`config.mk`:
```
export PLATFORM = sky130hd
export DESIGN_NAME = l2_chan_front
export DESIGN_NICKNAME = d
export VERILOG_FILES = /design/src/hw/l2_chan_pkg.sv /design/src/hw/l2_chan_arb.sv /design/src/hw/l2_chan_front.sv /design/src/hw/l2_chan_pack.sv /design/src/hw/l2_skid_buf.sv
export SDC_FILE = /design/constraint.sdc
export NUM_CORES = 1
export LEC_CHECK = 0
export BUFFER_PORTS_ARGS = -buffer_cell sky130_fd_sc_hd__buf_2
export CAP_MARGIN = 20
export CORE_MARGIN = 3
export CORE_UTILIZATION = 52
export CTS_BUF_LIST = sky130_fd_sc_hd__clkbuf_4 sky130_fd_sc_hd__clkbuf_8
export CTS_CLUSTER_DIAMETER = 100
export DETAILED_ROUTE_END_ITERATION = 16
export PLACE_DENSITY = 0.82
export SLEW_MARGIN = 20
export SYNTH_ARGS = -nofsm -noshare
export SYNTH_HDL_FRONTEND = slang
export SYNTH_SLANG_ARGS = --single-unit
```
`constraint.sdc`:
```
create_clock -name clk -period 3.88 [get_ports clk]
set_input_delay 0.776 -clock clk [delete_from_list [all_inputs] [get_ports clk]]
set_output_delay 0.776 -clock clk [all_outputs]
set_load 0.02 [all_outputs]
```
`src/hw/l2_chan_pkg.sv`:
```
package l2_chan_pkg;

    localparam int ADDR_BITS = 24;
    localparam int DATA_BITS = 16;
    localparam int MSG_BITS  = 49;

    localparam int NUM_CHAN  = 3;
    localparam int CHAN_BITS = 2;
    // Lower index wins arbitration
    localparam int CHAN_RSP  = 0;
    localparam int CHAN_FWD  = 1;
    localparam int CHAN_CPU  = 2;

    localparam int CPU_MSG_BITS = 2;
    localparam int COH_MSG_BITS = 3;
    localparam int HSIZE_BITS   = 3;
    localparam int HPROT_BITS   = 2;
    localparam int REQ_ID_BITS  = 2;
    localparam int INVACK_BITS  = 4;
    localparam int CPU_PAD_BITS = MSG_BITS - ADDR_BITS - DATA_BITS - CPU_MSG_BITS
                                  - HSIZE_BITS - HPROT_BITS;

    localparam logic [CPU_MSG_BITS-1:0] CPU_MSG_READ       = 2'd0;
    localparam logic [CPU_MSG_BITS-1:0] CPU_MSG_WRITE      = 2'd1;
    localparam logic [CPU_MSG_BITS-1:0] CPU_MSG_READ_ATOM  = 2'd2;
    localparam logic [CPU_MSG_BITS-1:0] CPU_MSG_WRITE_ATOM = 2'd3;

    localparam logic [COH_MSG_BITS-1:0] COH_MSG_MAX = 3'd6;

    // Halfword, the widest access into a 16-bit word
    localparam logic [HSIZE_BITS-1:0] HSIZE_WORD = 3'd1;

    // addr lines up in both views
    typedef union packed {
        struct packed {
            logic [CPU_MSG_BITS-1:0] cpu_msg;
            logic [HSIZE_BITS-1:0]   hsize;
            logic [HPROT_BITS-1:0]   hprot;
            logic [CPU_PAD_BITS-1:0] pad;
            logic [ADDR_BITS-1:0]    addr;
            logic [DATA_BITS-1:0]    word;
        } cpu;
        struct packed {
            logic [COH_MSG_BITS-1:0] coh_msg;
            logic [REQ_ID_BITS-1:0]  req_id;
            logic [INVACK_BITS-1:0]  invack_cnt;
            logic [ADDR_BITS-1:0]    addr;
            logic [DATA_BITS-1:0]    line;
        } coh;
    } l2_msg_u;

endpackage

```
`src/hw/l2_chan_arb.sv`:
```
`timescale 1ns/1ps

module l2_chan_arb import l2_chan_pkg::*; (
    input  logic                     clk,
    input  logic                     rst,
    input  logic [NUM_CHAN-1:0]      chan_valid_i,
    input  l2_msg_u [NUM_CHAN-1:0]   chan_msg_i,
    output logic [NUM_CHAN-1:0]      chan_ready_o,
    input  logic                     core_ready_i,
    output logic                     core_valid_o,
    output logic [CHAN_BITS-1:0]     core_chan_o,
    output logic [COH_MSG_BITS-1:0]  core_msg_o,
    output logic [ADDR_BITS-1:0]     core_addr_o,
    output logic [DATA_BITS-1:0]     core_data_o,
    output logic [REQ_ID_BITS-1:0]   core_req_id_o,
    output logic [INVACK_BITS-1:0]   core_invack_cnt_o
);

    logic [CHAN_BITS-1:0] win;
    l2_msg_u              win_msg;

    // Scan downward so the lowest valid index is left in win
    always_comb begin
        win = CHAN_BITS'(CHAN_CPU);
        for (int i = NUM_CHAN - 1; i >= 0; i--) begin
            if (chan_valid_i[i]) begin
                win = CHAN_BITS'(i);
            end
        end
    end

    assign core_valid_o = |chan_valid_i;
    assign core_chan_o  = win;
    assign win_msg      = chan_msg_i[win];

    always_comb begin
        chan_ready_o = '0;
        if (core_valid_o && core_ready_i) begin
            chan_ready_o[win] = 1'b1;
        end
    end

    // Same bit position for addr in both views
    assign core_addr_o = win_msg.coh.addr;

    always_comb begin
        if (win == CHAN_BITS'(CHAN_CPU)) begin
            core_msg_o        = {1'b0, win_msg.cpu.cpu_msg};
            core_data_o       = win_msg.cpu.word;
            core_req_id_o     = '0;
            core_invack_cnt_o = '0;
        end else begin
            core_msg_o        = win_msg.coh.coh_msg;
            core_data_o       = win_msg.coh.line;
            core_req_id_o     = win_msg.coh.req_id;
            core_invack_cnt_o = win_msg.coh.invack_cnt;
        end
    end

    a_one_grant: assert property (@(posedge clk) disable iff (!rst)
        $onehot0(chan_ready_o) && ((chan_ready_o & ~chan_valid_i) == '0));

endmodule

```
`src/hw/l2_chan_front.sv`:
```
`timescale 1ns/1ps

module l2_chan_front import l2_chan_pkg::*; (
    input  logic                     clk,
    input  logic                     rst,
    input  logic                     cpu_valid_i,
    input  logic [CPU_MSG_BITS-1:0]  cpu_msg_i,
    input  logic [HSIZE_BITS-1:0]    cpu_hsize_i,
    input  logic [HPROT_BITS-1:0]    cpu_hprot_i,
    input  logic [ADDR_BITS-1:0]     cpu_addr_i,
    input  logic [DATA_BITS-1:0]     cpu_word_i,
    output logic                     cpu_ready_o,
    input  logic                     fwd_valid_i,
    input  logic [COH_MSG_BITS-1:0]  fwd_coh_msg_i,
    input  logic [REQ_ID_BITS-1:0]   fwd_req_id_i,
    input  logic [ADDR_BITS-1:0]     fwd_addr_i,
    output logic                     fwd_ready_o,
    input  logic                     rsp_valid_i,
    input  logic [COH_MSG_BITS-1:0]  rsp_coh_msg_i,
    input  logic [ADDR_BITS-1:0]     rsp_addr_i,
    input  logic [DATA_BITS-1:0]     rsp_line_i,
    input  logic [INVACK_BITS-1:0]   rsp_invack_cnt_i,
    output logic                     rsp_ready_o,
    input  logic                     core_ready_i,
    output logic                     core_valid_o,
    output logic [CHAN_BITS-1:0]     core_chan_o,
    output logic [COH_MSG_BITS-1:0]  core_msg_o,
    output logic [ADDR_BITS-1:0]     core_addr_o,
    output logic [DATA_BITS-1:0]     core_data_o,
    output logic [REQ_ID_BITS-1:0]   core_req_id_o,
    output logic [INVACK_BITS-1:0]   core_invack_cnt_o
);

    logic [NUM_CHAN-1:0]    pk_valid;
    l2_msg_u [NUM_CHAN-1:0] pk_msg;
    logic [NUM_CHAN-1:0]    buf_ready;
    logic [NUM_CHAN-1:0]    buf_valid;
    l2_msg_u [NUM_CHAN-1:0] buf_msg;
    logic [NUM_CHAN-1:0]    arb_ready;

    l2_chan_pack u_pack (
        .clk              (clk),
        .rst              (rst),
        .cpu_valid_i      (cpu_valid_i),
        .cpu_msg_i        (cpu_msg_i),
        .cpu_hsize_i      (cpu_hsize_i),
        .cpu_hprot_i      (cpu_hprot_i),
        .cpu_addr_i       (cpu_addr_i),
        .cpu_word_i       (cpu_word_i),
        .fwd_valid_i      (fwd_valid_i),
        .fwd_coh_msg_i    (fwd_coh_msg_i),
        .fwd_req_id_i     (fwd_req_id_i),
        .fwd_addr_i       (fwd_addr_i),
        .rsp_valid_i      (rsp_valid_i),
        .rsp_coh_msg_i    (rsp_coh_msg_i),
        .rsp_addr_i       (rsp_addr_i),
        .rsp_line_i       (rsp_line_i),
        .rsp_invack_cnt_i (rsp_invack_cnt_i),
        .chan_valid_o     (pk_valid),
        .chan_msg_o       (pk_msg)
    );

    for (genvar c = 0; c < NUM_CHAN; c++) begin : g_buf
        l2_skid_buf u_buf (
            .clk         (clk),
            .rst         (rst),
            .in_valid_i  (pk_valid[c]),
            .in_msg_i    (pk_msg[c]),
            .in_ready_o  (buf_ready[c]),
            .out_valid_o (buf_valid[c]),
            .out_msg_o   (buf_msg[c]),
            .out_ready_i (arb_ready[c])
        );
    end

    assign cpu_ready_o = buf_ready[CHAN_CPU];
    assign fwd_ready_o = buf_ready[CHAN_FWD];
    assign rsp_ready_o = buf_ready[CHAN_RSP];

    l2_chan_arb u_arb (
        .clk               (clk),
        .rst               (rst),
        .chan_valid_i      (buf_valid),
        .chan_msg_i        (buf_msg),
        .chan_ready_o      (arb_ready),
        .core_ready_i      (core_ready_i),
        .core_valid_o      (core_valid_o),
        .core_chan_o       (core_chan_o),
        .core_msg_o        (core_msg_o),
        .core_addr_o       (core_addr_o),
        .core_data_o       (core_data_o),
        .core_req_id_o     (core_req_id_o),
        .core_invack_cnt_o (core_invack_cnt_o)
    );

endmodule

```
`src/hw/l2_chan_pack.sv`:
```
`timescale 1ns/1ps

module l2_chan_pack import l2_chan_pkg::*; (
    input  logic                      clk,
    input  logic                      rst,
    input  logic                      cpu_valid_i,
    input  logic [CPU_MSG_BITS-1:0]   cpu_msg_i,
    input  logic [HSIZE_BITS-1:0]     cpu_hsize_i,
    input  logic [HPROT_BITS-1:0]     cpu_hprot_i,
    input  logic [ADDR_BITS-1:0]      cpu_addr_i,
    input  logic [DATA_BITS-1:0]      cpu_word_i,
    input  logic                      fwd_valid_i,
    input  logic [COH_MSG_BITS-1:0]   fwd_coh_msg_i,
    input  logic [REQ_ID_BITS-1:0]    fwd_req_id_i,
    input  logic [ADDR_BITS-1:0]      fwd_addr_i,
    input  logic                      rsp_valid_i,
    input  logic [COH_MSG_BITS-1:0]   rsp_coh_msg_i,
    input  logic [ADDR_BITS-1:0]      rsp_addr_i,
    input  logic [DATA_BITS-1:0]      rsp_line_i,
    input  logic [INVACK_BITS-1:0]    rsp_invack_cnt_i,
    output logic [NUM_CHAN-1:0]       chan_valid_o,
    output l2_msg_u [NUM_CHAN-1:0]    chan_msg_o
);

    assign chan_valid_o[CHAN_RSP] = rsp_valid_i;
    assign chan_valid_o[CHAN_FWD] = fwd_valid_i;
    assign chan_valid_o[CHAN_CPU] = cpu_valid_i;

    always_comb begin
        chan_msg_o = '0;

        chan_msg_o[CHAN_CPU].cpu.cpu_msg = cpu_msg_i;
        chan_msg_o[CHAN_CPU].cpu.hsize   = cpu_hsize_i;
        chan_msg_o[CHAN_CPU].cpu.hprot   = cpu_hprot_i;
        chan_msg_o[CHAN_CPU].cpu.addr    = cpu_addr_i;
        chan_msg_o[CHAN_CPU].cpu.word    = cpu_word_i;

        // Forwards carry no data and no ack count
        chan_msg_o[CHAN_FWD].coh.coh_msg = fwd_coh_msg_i;
        chan_msg_o[CHAN_FWD].coh.req_id  = fwd_req_id_i;
        chan_msg_o[CHAN_FWD].coh.addr    = fwd_addr_i;

        chan_msg_o[CHAN_RSP].coh.coh_msg    = rsp_coh_msg_i;
        chan_msg_o[CHAN_RSP].coh.invack_cnt = rsp_invack_cnt_i;
        chan_msg_o[CHAN_RSP].coh.addr       = rsp_addr_i;
        chan_msg_o[CHAN_RSP].coh.line       = rsp_line_i;
    end

    // Coherence codes above the legal maximum
    a_fwd_code: assert property (@(posedge clk) disable iff (!rst)
        chan_valid_o[CHAN_FWD] |-> chan_msg_o[CHAN_FWD].coh.coh_msg <= COH_MSG_MAX);

    a_rsp_code: assert property (@(posedge clk) disable iff (!rst)
        chan_valid_o[CHAN_RSP] |-> chan_msg_o[CHAN_RSP].coh.coh_msg <= COH_MSG_MAX);

    a_cpu_hsize: assert property (@(posedge clk) disable iff (!rst)
        chan_valid_o[CHAN_CPU] |-> chan_msg_o[CHAN_CPU].cpu.hsize <= HSIZE_WORD);

endmodule

```
`src/hw/l2_skid_buf.sv`:
```
`timescale 1ns/1ps

module l2_skid_buf import l2_chan_pkg::*; (
    input  logic    clk,
    input  logic    rst,
    input  logic    in_valid_i,
    input  l2_msg_u in_msg_i,
    output logic    in_ready_o,
    output logic    out_valid_o,
    output l2_msg_u out_msg_o,
    input  logic    out_ready_i
);

    logic    full_q;
    l2_msg_u entry_q;
    logic    store;

    // Accepted but not taken downstream this cycle
    assign store = in_valid_i && in_ready_o && !out_ready_i;

    always_ff @(posedge clk or negedge rst) begin
        if (!rst) begin
            full_q <= 1'b0;
        end else if (store) begin
            full_q <= 1'b1;
        end else if (full_q && out_ready_i) begin
            full_q <= 1'b0;
        end
    end

    always_ff @(posedge clk) begin
        if (store) begin
            entry_q <= in_msg_i;
        end
    end

    assign in_ready_o = !full_q;

    // Empty entry means zero-cycle bypass
    assign out_valid_o = full_q || in_valid_i;
    assign out_msg_o   = full_q ? entry_q : in_msg_i;

    a_hold_stable: assert property (@(posedge clk) disable iff (!rst)
        (full_q && !out_ready_i) |=> (full_q && $stable(entry_q)));

    // A stored word blocks the input until it leaves
    a_block_on_store: assert property (@(posedge clk) disable iff (!rst)
        store |=> !in_ready_o);

endmodule

```
==> metrics.log, run 1 <==
INFO  metric final.hold.worst_slack = 0.143 ns
INFO  metric p_total = 2.86 mW
INFO  metric antenna_violating_nets_post_route = 0
INFO  metric place.port_buffers = 178
INFO  metric average_instance_area_after_synthesis = about 13 um2
INFO  metric final.min_clock_period = 3.13 ns
INFO  metric placementRows = 37
INFO  metric crit_type = reg -> out
INFO  metric clockBufferDepth = 2
INFO  metric fillers = 815
INFO  metric post-route-period-util = 80.6%
INFO  metric clock_tree.root_cell = clkbuf_8
INFO  metric synthCells = 437
INFO  metric drv.max_cap_violation_count = 0
INFO  metric num_antenna_cells = 0
INFO  metric die_y = 110 um
INFO  metric max-vdd-ir-drop = 280 uV
INFO  metric syn-num-nets = 566
INFO  metric chipWidth = 110 um
INFO  metric cts_post_setup_buffers_inserted = 0
INFO  metric regToRegSetupSlack = 1.46 ns
INFO  metric rsz0062_at_grt = no
INFO  metric finish.net_count = 738
INFO  metric reg2reg_depth = 6
INFO  metric grt_antenna_before_repair = 0
INFO  metric worst_setup_path_end_kind = output pin
INFO  metric synth_cell_type_count = 33
INFO  metric num_vias = 4306
INFO  metric slew_headroom = 26.1%
INFO  metric overflow = 0
INFO  metric regArea = 3620 um2
INFO  metric post_cts_resized = 0
INFO  metric fin_skew = 0.00883 ns
INFO  metric ys_seq_elements = 121
INFO  metric wl = 14200 um
INFO  metric final_layout_size_suffix_gt1_share = 39.4%
INFO  metric min_path_type = in -> async
INFO  metric drtPass1Iterations = 7
INFO  metric number_of_global_route_vias_before_repair = roughly 4300
INFO  metric viasPerCell = 5.68
INFO  metric mostFrequentLayoutCells = 178 x buf_2, 118 x edfxtp_1, 109 x nand2_1, 45 x o21ai_0, 22 x mux2i_1
INFO  metric routedWlPerCell = between 15 and 20 um
INFO  metric end_of_the_worst_register_to_register_path = g_buf[2].u_buf.entry_q[16]
INFO  metric status = complete, no violations
INFO  metric totalNegativeSetupSlack = 0 ns
INFO  metric drt_drc_violations_left = 0
INFO  metric io-pin-count = about 180
INFO  metric worst_skew_pair.late_latency = between 0.4 and 0.5 ns
INFO  metric worstSetupStartpointType = register
INFO  metric core_region_area = 10400 um2
INFO  metric area_growth_from_synthesis_to_layout = 23.5%
INFO  metric timing.critical_path.fanout_max = 27
INFO  metric final_hold_viol_count = 0
INFO  metric grt_first_pass_wirelength = 21600 um
INFO  metric cts_inserted_buffers = 17
INFO  metric clock_transition_at_path_regs = 0.07 ns
INFO  metric worst_slew_pin_slew = 1.11 ns
INFO  metric cts_sinks = between 100 and 150
INFO  metric groute.usage.overall = 23.6%
INFO  metric cts_tree = done
INFO  metric fp.dieArea = 12100 um2
INFO  metric detailed_place_hpwl = 9600 um
INFO  metric required = 3.10 ns
INFO  metric worstReg2RegStart = g_buf[1].u_buf.full_q
INFO  metric synth-warning-count = 0
INFO  metric power_per_cell_area = 413 nW/um2
INFO  metric multi_input_area = 1800 um2
INFO  metric cts-htree-levels = 4
INFO  metric grt_max_degree = 44
INFO  metric synth_area = 5610 um2
INFO  metric detailedRoute.firstIterationViolations = 352
INFO  metric final-setup-viol-count = 0
INFO  metric total_leakage_power = 2.94 nW
INFO  metric yosysSeqAreaShare = ~65%
INFO  metric max_slew_violation_total_from_the_final_report = 0
INFO  metric crit_path_dat = between 2 and 2.5 ns
INFO  metric highest_achievable_clock_rate = 320 MHz
INFO  metric post_cts_hold_buffer_count = 0
INFO  metric initial_core_util = 53.8%
INFO  metric mostFrequentLayoutCell = buf_2
INFO  metric place.gp.congestion = 0.826
-- synthesized netlist by cell type, drive strengths merged --
library cell,count,area [um2]
nand2,110,415
a22o,1,8.76
or2,1,6.26
a222oi,3,30.0
inv,4,15.0
edfxtp,118,3540
a221o,17,170
a21o,5,37.5
o2bb2ai,1,8.76
o22ai,1,6.26
nand2b,1,6.26
clkbuf,11,41.3
o221ai,21,184
o31ai,1,7.51
a21oi,3,15.0
nor2,8,32.5
a221oi,2,17.5
dfrtp,3,75.1
mux2i,22,220
mux2,20,278
a22oi,10,75.1
o21ai,45,225
buf,24,159
and3,1,6.26
nor2b,4,25.0
-- cells by family after synthesis --
family	count (synthesis)	synth area share, %
flops	121	64.5
compound gates	110	14.0
buf+inv	39	3.84
mux	42	8.88
simple gates	125	8.77
-- stage by stage --
stage / cells / cell area (um2) / utilization [%] / setup WS (ns)
after floorplan: 437 / 5610 / - / 0.0836
after global placement: 726 / 6610 / 63.4 / 0.870
after detailed placement: 726 / 6610 / 63.4 / 0.801
after CTS: 758 / 6930 / 66.5 / 0.725
after global routing: 758 / 6930 / 66.5 / 0.564
final: 758 / 6930 / 66.5 / 0.753
-- cell type report --
type | instances | share of cell area (%)
Clock inverter | 15 | 1.26
Tap cell | 136 | 2.46
Inverter | 4 | 0.217
Clock buffer | 17 | 3.38
Timing Repair Buffer | 188 | 14.5
Sequential cell | 121 | 52.3
Multi-Input combinational cell | 277 | 25.9
-- routing by layer --
| metal | part of all wire (%) | GRT usage, % |
|---|---|---|
| met3 | 7.8 | 6.17 |
| met1 | 42 | 30.7 |
| met5 | 0 | 0 |
| met4 | 1.4 | 9.17 |
| met2 | 49 | 37.8 |
-- sequential cells by signal, indices dropped and copies added, names as in the netlist --
name / count
g_buf.u_buf.full_q: 3
g_buf.u_buf.entry_q: 118
-- critical path: stages, from the launching register on --
cell and delay (ns):
dfrtp_2 0.78, buf_12 0.31, mux2_4 0.32, a221o_1 0.36
buf_2 0.16
-- report_power, final --
part	internal [mW]	switching, mW
Combinational	0.172	0.270
Sequential	1.48	0.0224
Clock	0.424	0.487
-- how the worst max path moves through the flow --
stage / start / endpoint
6_report: g_buf[2].u_buf.full_q / core_addr_o[9]
5_1_grt: g_buf[1].u_buf.full_q / core_addr_o[11]
4_1_cts: g_buf[2].u_buf.full_q / core_addr_o[9]
3_5_place_dp: fwd_valid_i / core_addr_o[11]
3_3_place_gp: fwd_valid_i / core_addr_o[11]
2_1_floorplan: rsp_valid_i / g_buf[0].u_buf.entry_q[0]
(Power assumes the default switching activity.)
==> inputs of run 2 (changes only) <==
- ABC_AREA: not set -> 1
- CORE_UTILIZATION: 52 -> 53
- PLACE_DENSITY: 0.82 -> 0.83
- clock period: 3.88 -> 3.08 ns (I/O delays scaled with it)
==> metrics.log, run 2 <==
INFO  metric yosys.area_share.xor_xnor = 0% (unchanged)
INFO  metric p_comb_share = 16.3% (+0.8 points)
INFO  metric post-synth-top-area-fraction = 61.0% (-2.2 points)
INFO  metric cts_post_setup_buffers_inserted = 0 (unchanged)
INFO  metric die_y = 111 um (+0.79%)
INFO  metric detailed_place_hpwl = 10400 um (+8.4%)
INFO  metric min_path_type = in -> reg
INFO  metric synthCells = 634 (+45%)
INFO  metric cp_slowest_cell = dfrtp_2
INFO  metric drt_drc_violations_left = 0 (unchanged)
INFO  metric cts_sinks = 121 (unchanged)
INFO  metric io-pin-count = 184 (unchanged)
INFO  metric cts-htree-levels = 4 (unchanged)
INFO  metric yosysSeqAreaShare = 62.2% (-2.3 points)
INFO  metric timing.critical_path.fanout_max = 20 (-26%)
INFO  metric synth_area = 5810 um2 (+3.6%)
INFO  metric layout.cell_area.non_filler = 7110 um2 (+2.7%)
INFO  metric clock_transition_at_path_regs = 0.07 ns (about the same)
INFO  metric worst_slew_pin_slew = 0.740 ns (-0.366 ns)
INFO  metric cp_slowest_stage_delay = 0.59 ns (-0.19 ns)
INFO  metric cts_inserted_buffers = 17 (unchanged)
INFO  metric crit_path_dat = 2.25 ns (-0.10 ns)
INFO  metric crit_type = reg -> out
INFO  metric synth_mux_area_share = 0% (-8.9 points)
INFO  metric final.hold.worst_slack = 0.382 ns (+0.239 ns)
INFO  metric placement_setup_slack = 0.509 ns (-0.292 ns)
INFO  metric p_switching = 0.992 mW (+27%)
INFO  metric largest_register = g_buf.u_buf.entry_q
INFO  metric drtPass1Iterations = 5 (-2)
INFO  metric combinational_family_with_the_most_area_after_synthesis = simple AND/OR/NAND/NOR gates
INFO  metric synth_top_area_cell = edfxtp_1
INFO  metric cp_num_buf_inv = 3 (+1)
INFO  metric totalNegativeSetupSlack = 0 ns (unchanged)
INFO  metric ys_seq_elements = 121 (unchanged)
INFO  metric detailedRoute.firstIterationViolations = 323 (-8.2%)
INFO  metric synth-warning-count = 0 (unchanged)
INFO  metric synth.cells.most_frequent = 364 x nand2_1, 118 x edfxtp_1, 53 x nand3_1
INFO  metric wl = 14700 um (+3.7%)
INFO  metric postSynth.topFlopCell = edfxtp_1
INFO  metric worstSetupStartpointType = register
INFO  metric highest_achievable_clock_rate = 349 MHz
INFO  metric average_instance_area_after_synthesis = 9.17 um2 (-29%)
INFO  metric async_sr_flop_fraction = 2.48% (unchanged)
INFO  metric antenna_violating_nets_post_route = 0 (unchanged)
INFO  metric initial_core_util = 55.3% (+1.5 points)
INFO  metric routedWlPerCell = 15.3 um (-18%)
INFO  metric path_cells = clkinvlp_4 -> nand2_1 -> nor2_1 -> buf_4 -> nand2_1 -> a21oi_1 -> buf_2
INFO  metric stdcell_count = 958 (+26%)
INFO  metric slew_headroom = 50.6% (+24 points)
INFO  metric placementRows = 37 (unchanged)
INFO  metric clockBufferDepth = 2 (unchanged)
INFO  metric switching_share_of_total_power = 27.4% (+0.091 points)
INFO  metric grt_max_degree = 45 (+2.3%)
INFO  metric seqPwrFrac = 52.1% (-0.6 points)
INFO  metric grt_antenna_before_repair = 1 (+1)
INFO  metric grt_first_pass_wirelength = 23900 um (+11%)
INFO  metric p_total = 3.63 mW (+27%)
INFO  metric max_slew_violation_total_from_the_final_report = 0 (unchanged)
INFO  metric viasPerCell = 5.19 (-8.7%)
INFO  metric num_vias = 4971 (+15%)
INFO  metric numPlacedInstances = 925 (+27%)
INFO  metric timing.critical_path.max_delay_family = buffers and inverters
INFO  metric max-vdd-ir-drop = 266 uV (-4.9%)
INFO  metric chipWidth = 111 um (+0.79%)
INFO  metric final-setup-viol-count = 0 (unchanged)
INFO  metric synth_cell_type_count = 19 (-42%)
INFO  metric number_of_global_route_vias_before_repair = 4857 (+13%)
INFO  metric synth.area.top_cells = edfxtp_1 61%, nand2_1 24%, nand3_1 4.6%
INFO  metric synth_fa_ha_area_share = 0% (unchanged)
INFO  metric worst_skew_pair.late_latency = 0.42 ns (about the same)
INFO  metric placedInstanceArea = 6780 um2 (+2.6%)
INFO  metric setup_ws_final = 0.217 ns (-0.536 ns)
INFO  metric total_leakage_power = 3.34 nW (+13%)
INFO  metric drv.max_cap_violation_count = 0 (unchanged)
INFO  metric required = 2.46 ns (-0.64 ns)
INFO  metric clock_tree.root_cell = clkbuf_8
INFO  metric fin_skew = 0.00963 ns (+0.000798 ns)
INFO  metric clock_power_share = 31.6% (-0.3 points)
INFO  metric cts_tree = done
INFO  metric yosysMostFrequentCell = nand2_1
INFO  metric synth_compound_gate_area_share = 3.36% (-11 points)
INFO  metric crit_path_frequent_cell = nand2_1
INFO  metric syn-num-nets = 763 (+35%)
INFO  metric synth_simple_gate_area_share = 29.1% (+20 points)
INFO  metric mostFrequentLayoutCells = 364 x nand2_1, 178 x buf_2, 118 x edfxtp_1, 53 x nand3_1, 20 x inv_1
INFO  metric regToRegSetupSlack = 0.73 ns (-0.73 ns)
INFO  metric overflow = 0 (unchanged)
INFO  metric finish.net_count = 938 (+27%)
INFO  metric synth_enable_flop_cells = 118 (unchanged)
INFO  metric p_int = 2.63 mW (+27%)
INFO  metric power_per_cell_area = 510 nW/um2 (+24%)
INFO  metric reg_top3 = g_buf.u_buf.entry_q (118), g_buf.u_buf.full_q (3)
INFO  metric final_layout_size_suffix_gt1_share = 28.0% (-11 points)
INFO  metric groute.usage.overall = 24.4% (+0.83 points)
INFO  metric status = complete, no violations
INFO  metric mostFrequentLayoutCell = nand2_1
INFO  metric utilization = 67.7% (+1.2 points)
INFO  metric place.gp.congestion = 0.957 (+16%)
INFO  metric core_region_area = 10500 um2 (+0.89%)
INFO  metric final.min_clock_period = approximately 2.9 ns
INFO  metric place.port_buffers = 178 (unchanged)
INFO  metric post-route-period-util = 93.0%
INFO  metric largest_register_ff_count = 118 (unchanged)
INFO  metric final_hold_viol_count = 0 (unchanged)
INFO  metric area_growth_from_synthesis_to_layout = 22.3%
INFO  metric worst_setup_path_end_kind = output pin
INFO  metric fp.dieArea = 12300 um2 (+1.6%)
[run 2: changes by cell type after synthesis, moves of 10 or more]
cell	change
inv_1	+19
a21boi_0	+18
o221ai_1	-21
nand3_1	+53
mux2_4	-14
a221o_1	-17
mux2i_1	-22
o21ai_0	-45
nand2_1	+255
a22oi_1	-10
[run 2: power groups by stage]
stage                     sequential, mW  combinational, mW  clock [mW]
after floorplan                     1.92              0.357           0
after global placement              1.92              0.578           0
after detailed placement            1.92              0.590           0
after CTS                           1.89              0.594        1.17
after global routing                1.89              0.655        1.25
final                               1.89              0.592        1.15
[run 2: logic make-up (layout without fill, tap and decap cells)]
group | Yosys count | count (layout)
buffers and inverters | 61 | 248
other | 0 | 1
DFF | 121 | 121
AOI/OAI and AO/OA | 27 | 27
and+or+nand+nor | 425 | 425
[run 2: layout make-up]
cell class / instances / area (um2)
timing repair buffer: 191 / 1000
inverter: 26 / 103
fill: 858 / 3400
sequential: 121 / 3620
clock inverter: 11 / 58.8
antenna: 1 / 2.50
clock buffer: 20 / 256
multi-input combinational: 452 / 1900
tap: 136 / 170
[run 2: final timing paths]
path | start | endpoint | cells past startpoint
setup / recovery | g_buf[0].u_buf.full_q | core_msg_o[2] | 7
hold / removal | rsp_line_i[14] | g_buf[0].u_buf.entry_q[14] | 1
setup reg to reg | g_buf[0].u_buf.full_q | g_buf[2].u_buf.entry_q[30] | 8
hold reg to reg | g_buf[1].u_buf.full_q | g_buf[1].u_buf.full_q | 2
max in group asynchronous | rst | g_buf[0].u_buf.full_q | 2
min in group asynchronous | rst | g_buf[2].u_buf.full_q | 2
[run 2: metal layers]
layer / share of wire, % / GRT usage, % / up-vias
met2: 48 / 38.6 / 225
met3: 7.9 / 6.88 / 37
met5: 0 / 0 / -
li1: - / - / 2412
met4: 3.2 / 10.5 / 0
met1: 41 / 31.6 / 2297
[run 2: timing repair]
item / 4_1_cts / 5_1_grt
resized for setup: 0 / 2
setup endpoints to repair: 0 / 16
hold buffers: 1 / 0
hold endpoints to repair: 3 / 0
==> inputs of run 3 (changes only) <==
- CORE_ASPECT_RATIO: not set -> 0.75
==> metrics.log, run 3 (same netlist as run 2, synthesis figures left out) <==
INFO  metric placementRows = 32 (-14%)
INFO  metric final_layout_size_suffix_gt1_share = 28.2% (+0.17 points)
INFO  metric crit_type = reg -> out
INFO  metric cts_inserted_buffers = 17 (unchanged)
INFO  metric die_y = 96.7 um (-13%)
INFO  metric grt_antenna_before_repair = 2 (+1)
INFO  metric worstSetupStartpointType = register
INFO  metric highest_achievable_clock_rate = 346 MHz (-1.0%)
INFO  metric crit_path_dat = 2.28 ns (+0.03 ns)
INFO  metric regToRegSetupSlack = 0.79 ns (+0.06 ns)
INFO  metric totalNegativeSetupSlack = 0 ns (unchanged)
INFO  metric core_region_area = 10500 um2 (-0.18%)
INFO  metric final-setup-viol-count = 0 (unchanged)
INFO  metric p_switching = 1.03 mW (+3.4%)
INFO  metric stdcell_count = 959 (+0.10%)
INFO  metric clock_transition_at_path_regs = 0.08 ns (about the same)
INFO  metric cts-htree-levels = 4 (unchanged)
INFO  metric grt_first_pass_wirelength = 24500 um (+2.6%)
INFO  metric worst_setup_path_end_kind = output pin
INFO  metric worst_slew_pin_slew = 0.877 ns (+0.137 ns)
INFO  metric initial_core_util = 55.4% (+0.099 points)
INFO  metric timing.critical_path.from = g_buf[0].u_buf.full_q
INFO  metric drt_drc_violations_left = 0 (unchanged)
INFO  metric clockBufferDepth = 2 (unchanged)
INFO  metric fillers = 845 (-1.5%)
INFO  metric drtPass1Iterations = 6 (+1)
INFO  metric reg2reg_depth = 6 (-2)
INFO  metric area_growth_from_synthesis_to_layout = 23.8%
INFO  metric largest_register_ff_count = 118 (unchanged)
INFO  metric final_hold_viol_count = 0 (unchanged)
INFO  metric cts_sinks = 121 (unchanged)
INFO  metric max-vdd-ir-drop = 492 uV (+85%)
INFO  metric io-pin-count = 184 (unchanged)
INFO  metric cts_tree = done
INFO  metric routedWlPerCell = 15.8 um (+3.2%)
INFO  metric groute.usage.overall = 25.2% (+0.79 points)
INFO  metric drv.max_cap_violation_count = 0 (unchanged)
INFO  metric status = complete, no violations
INFO  metric fp.dieArea = 12300 um2 (+0.11%)
INFO  metric viasPerCell = 5.25 (+1.3%)
INFO  metric slew_headroom = 41.5% (-9.1 points)
INFO  metric critPathCapture = core_addr_o[5]
INFO  metric total_leakage_power = 3.39 nW (+1.6%)
INFO  metric max_slew_violation_total_from_the_final_report = 0 (unchanged)
INFO  metric detailedRoute.firstIterationViolations = 367 (+14%)
INFO  metric switching_share_of_total_power = 26.3% (-1.0 points)
INFO  metric place.port_buffers = 178 (unchanged)
INFO  metric number_of_global_route_vias_before_repair = 4913 (+1.2%)
INFO  metric finish.net_count = 940 (+0.21%)
INFO  metric power_per_cell_area = 542 nW/um2 (+6.3%)
INFO  metric worst_skew_pair.late_latency = 0.42 ns (about the same)
INFO  metric reg_top3 = g_buf.u_buf.entry_q (118), g_buf.u_buf.full_q (3)
INFO  metric chipWidth = 127 um (+15%)
INFO  metric num_antenna_cells = 0 (-1)
INFO  metric post-route-period-util = 93.9% (+0.95 points)
INFO  metric worstReg2RegStart = g_buf[0].u_buf.full_q
INFO  metric min_path_type = in -> reg
INFO  metric clock_power_share = 36.2% (+4.6 points)
INFO  metric p_total = 3.90 mW (+7.5%)
INFO  metric detailed_place_hpwl = 10800 um (+3.5%)
INFO  metric clock_tree.root_cell = clkbuf_8
INFO  metric grt_max_degree = 44 (-2.2%)
INFO  metric mostFrequentLayoutCells = 364 x nand2_1, 178 x buf_2, 118 x edfxtp_1, 53 x nand3_1, 21 x inv_1
INFO  metric num_vias = 5039 (+1.4%)
INFO  metric rsz0062_at_grt = no
INFO  metric end_of_the_worst_register_to_register_path = g_buf[2].u_buf.entry_q[18]
INFO  metric numPlacedInstances = 927 (+0.22%)
INFO  metric largest_register = g_buf.u_buf.entry_q
INFO  metric wl = 15200 um (+3.3%)
INFO  metric mostFrequentLayoutCell = nand2_1
INFO  metric place.gp.congestion = 0.924 (-3.5%)
INFO  metric fin_skew = 0.00811 ns (-0.00152 ns)
INFO  metric final.min_clock_period = 2.89 ns (+0.0293 ns)
INFO  metric final.hold.worst_slack = 0.375 ns (-0.00686 ns)
INFO  metric p_int = 2.87 mW (+9.0%)
INFO  metric p_comb_share = 15.4% (-0.9 points)
INFO  metric seqPwrFrac = 48.5% (-3.6 points)
INFO  metric required = 2.46 ns (about the same)
INFO  metric overflow = 0 (unchanged)
INFO  metric antenna_violating_nets_post_route = 0 (unchanged)
INFO  metric timing.critical_path.fanout_max = 18 (-10%)
## run 3: changes by cell type in the layout (fill, tap and decap cells not counted), sizes merged
cell,previous run,this run
diode,1,0
bufinv,0,3
buf,190,192
clkbuf,20,19
clkinvlp,2,1
clkinv,12,9
inv,23,25
## run 3: stage by stage
step / util (%) / area, um2 / worst slack, ns
after CTS: 68.5 / 7190 / 0.142
after detailed placement: 64.8 / 6790 / 0.230
after global placement: 64.8 / 6790 / 0.264
final: 68.6 / 7190 / 0.188
after global routing: 68.6 / 7190 / 0.0257
after floorplan: - / 5820 / 0.641
## run 3: worst min path at each step
stage | from | endpoint | slack (ns) | cells after the start
after detailed placement | rst | g_buf[1].u_buf.full_q | 0.42 | 1
after global routing | rsp_line_i[7] | g_buf[0].u_buf.entry_q[7] | 0.34 | 1
after CTS | rsp_line_i[6] | g_buf[0].u_buf.entry_q[6] | 0.35 | 1
after global placement | rst | g_buf[1].u_buf.full_q | 0.41 | 1
after floorplan | rst | g_buf[0].u_buf.full_q | 0.32 | 0
final | rsp_line_i[6] | g_buf[0].u_buf.entry_q[6] | 0.37 | 1
## run 3: metal layers
layer	vias up	GRT usage [%]	part of all wire, %
met5	-	0	0.18
met4	4	8.08	1.5
met2	276	40.2	48
li1	2423	-	-
met1	2313	33.5	40
met3	23	7.17	10
## run 3: repair_timing
action	in CTS	in global routing
setup buffers	0	0
setup endpoints to repair	16	6
gates resized for setup	1	1
hold endpoints to repair	3	0
hold buffers	1	0
gates cloned	0	0
## run 3: cell type report
class                      instances  area, um2  share of cell area [%]
timing repair buffer             193       1020                    14.2
tap                              136        170                    2.37
clock inverter                    12        133                    1.84
sequential                       121       3620                    50.3
multi-input combinational        452       1900                    26.5
inverter                          26        101                    1.41
clock buffer                      19        249                    3.46
## run 3: critical path, stage by stage (launching register included)
cell,delay (ns)
dfrtp_2,0.59
nor2_8,0.28
nand2_4,0.12
inv_2,0.24
buf_4,0.24
nand2_1,0.10
nand3_1,0.10
buf_2,0.17
## run 3: power groups by stage
| stage | Combinational, mW | Sequential (mW) | Clock (mW) |
|---|---|---|---|
| 2_1_floorplan | 0.357 | 1.92 | 0 |
| 3_3_place_gp | 0.576 | 1.92 | 0 |
| 3_5_place_dp | 0.594 | 1.92 | 0 |
| 4_1_cts | 0.598 | 1.89 | 1.43 |
| 5_1_grt | 0.657 | 1.89 | 1.52 |
| 6_report | 0.598 | 1.89 | 1.41 |
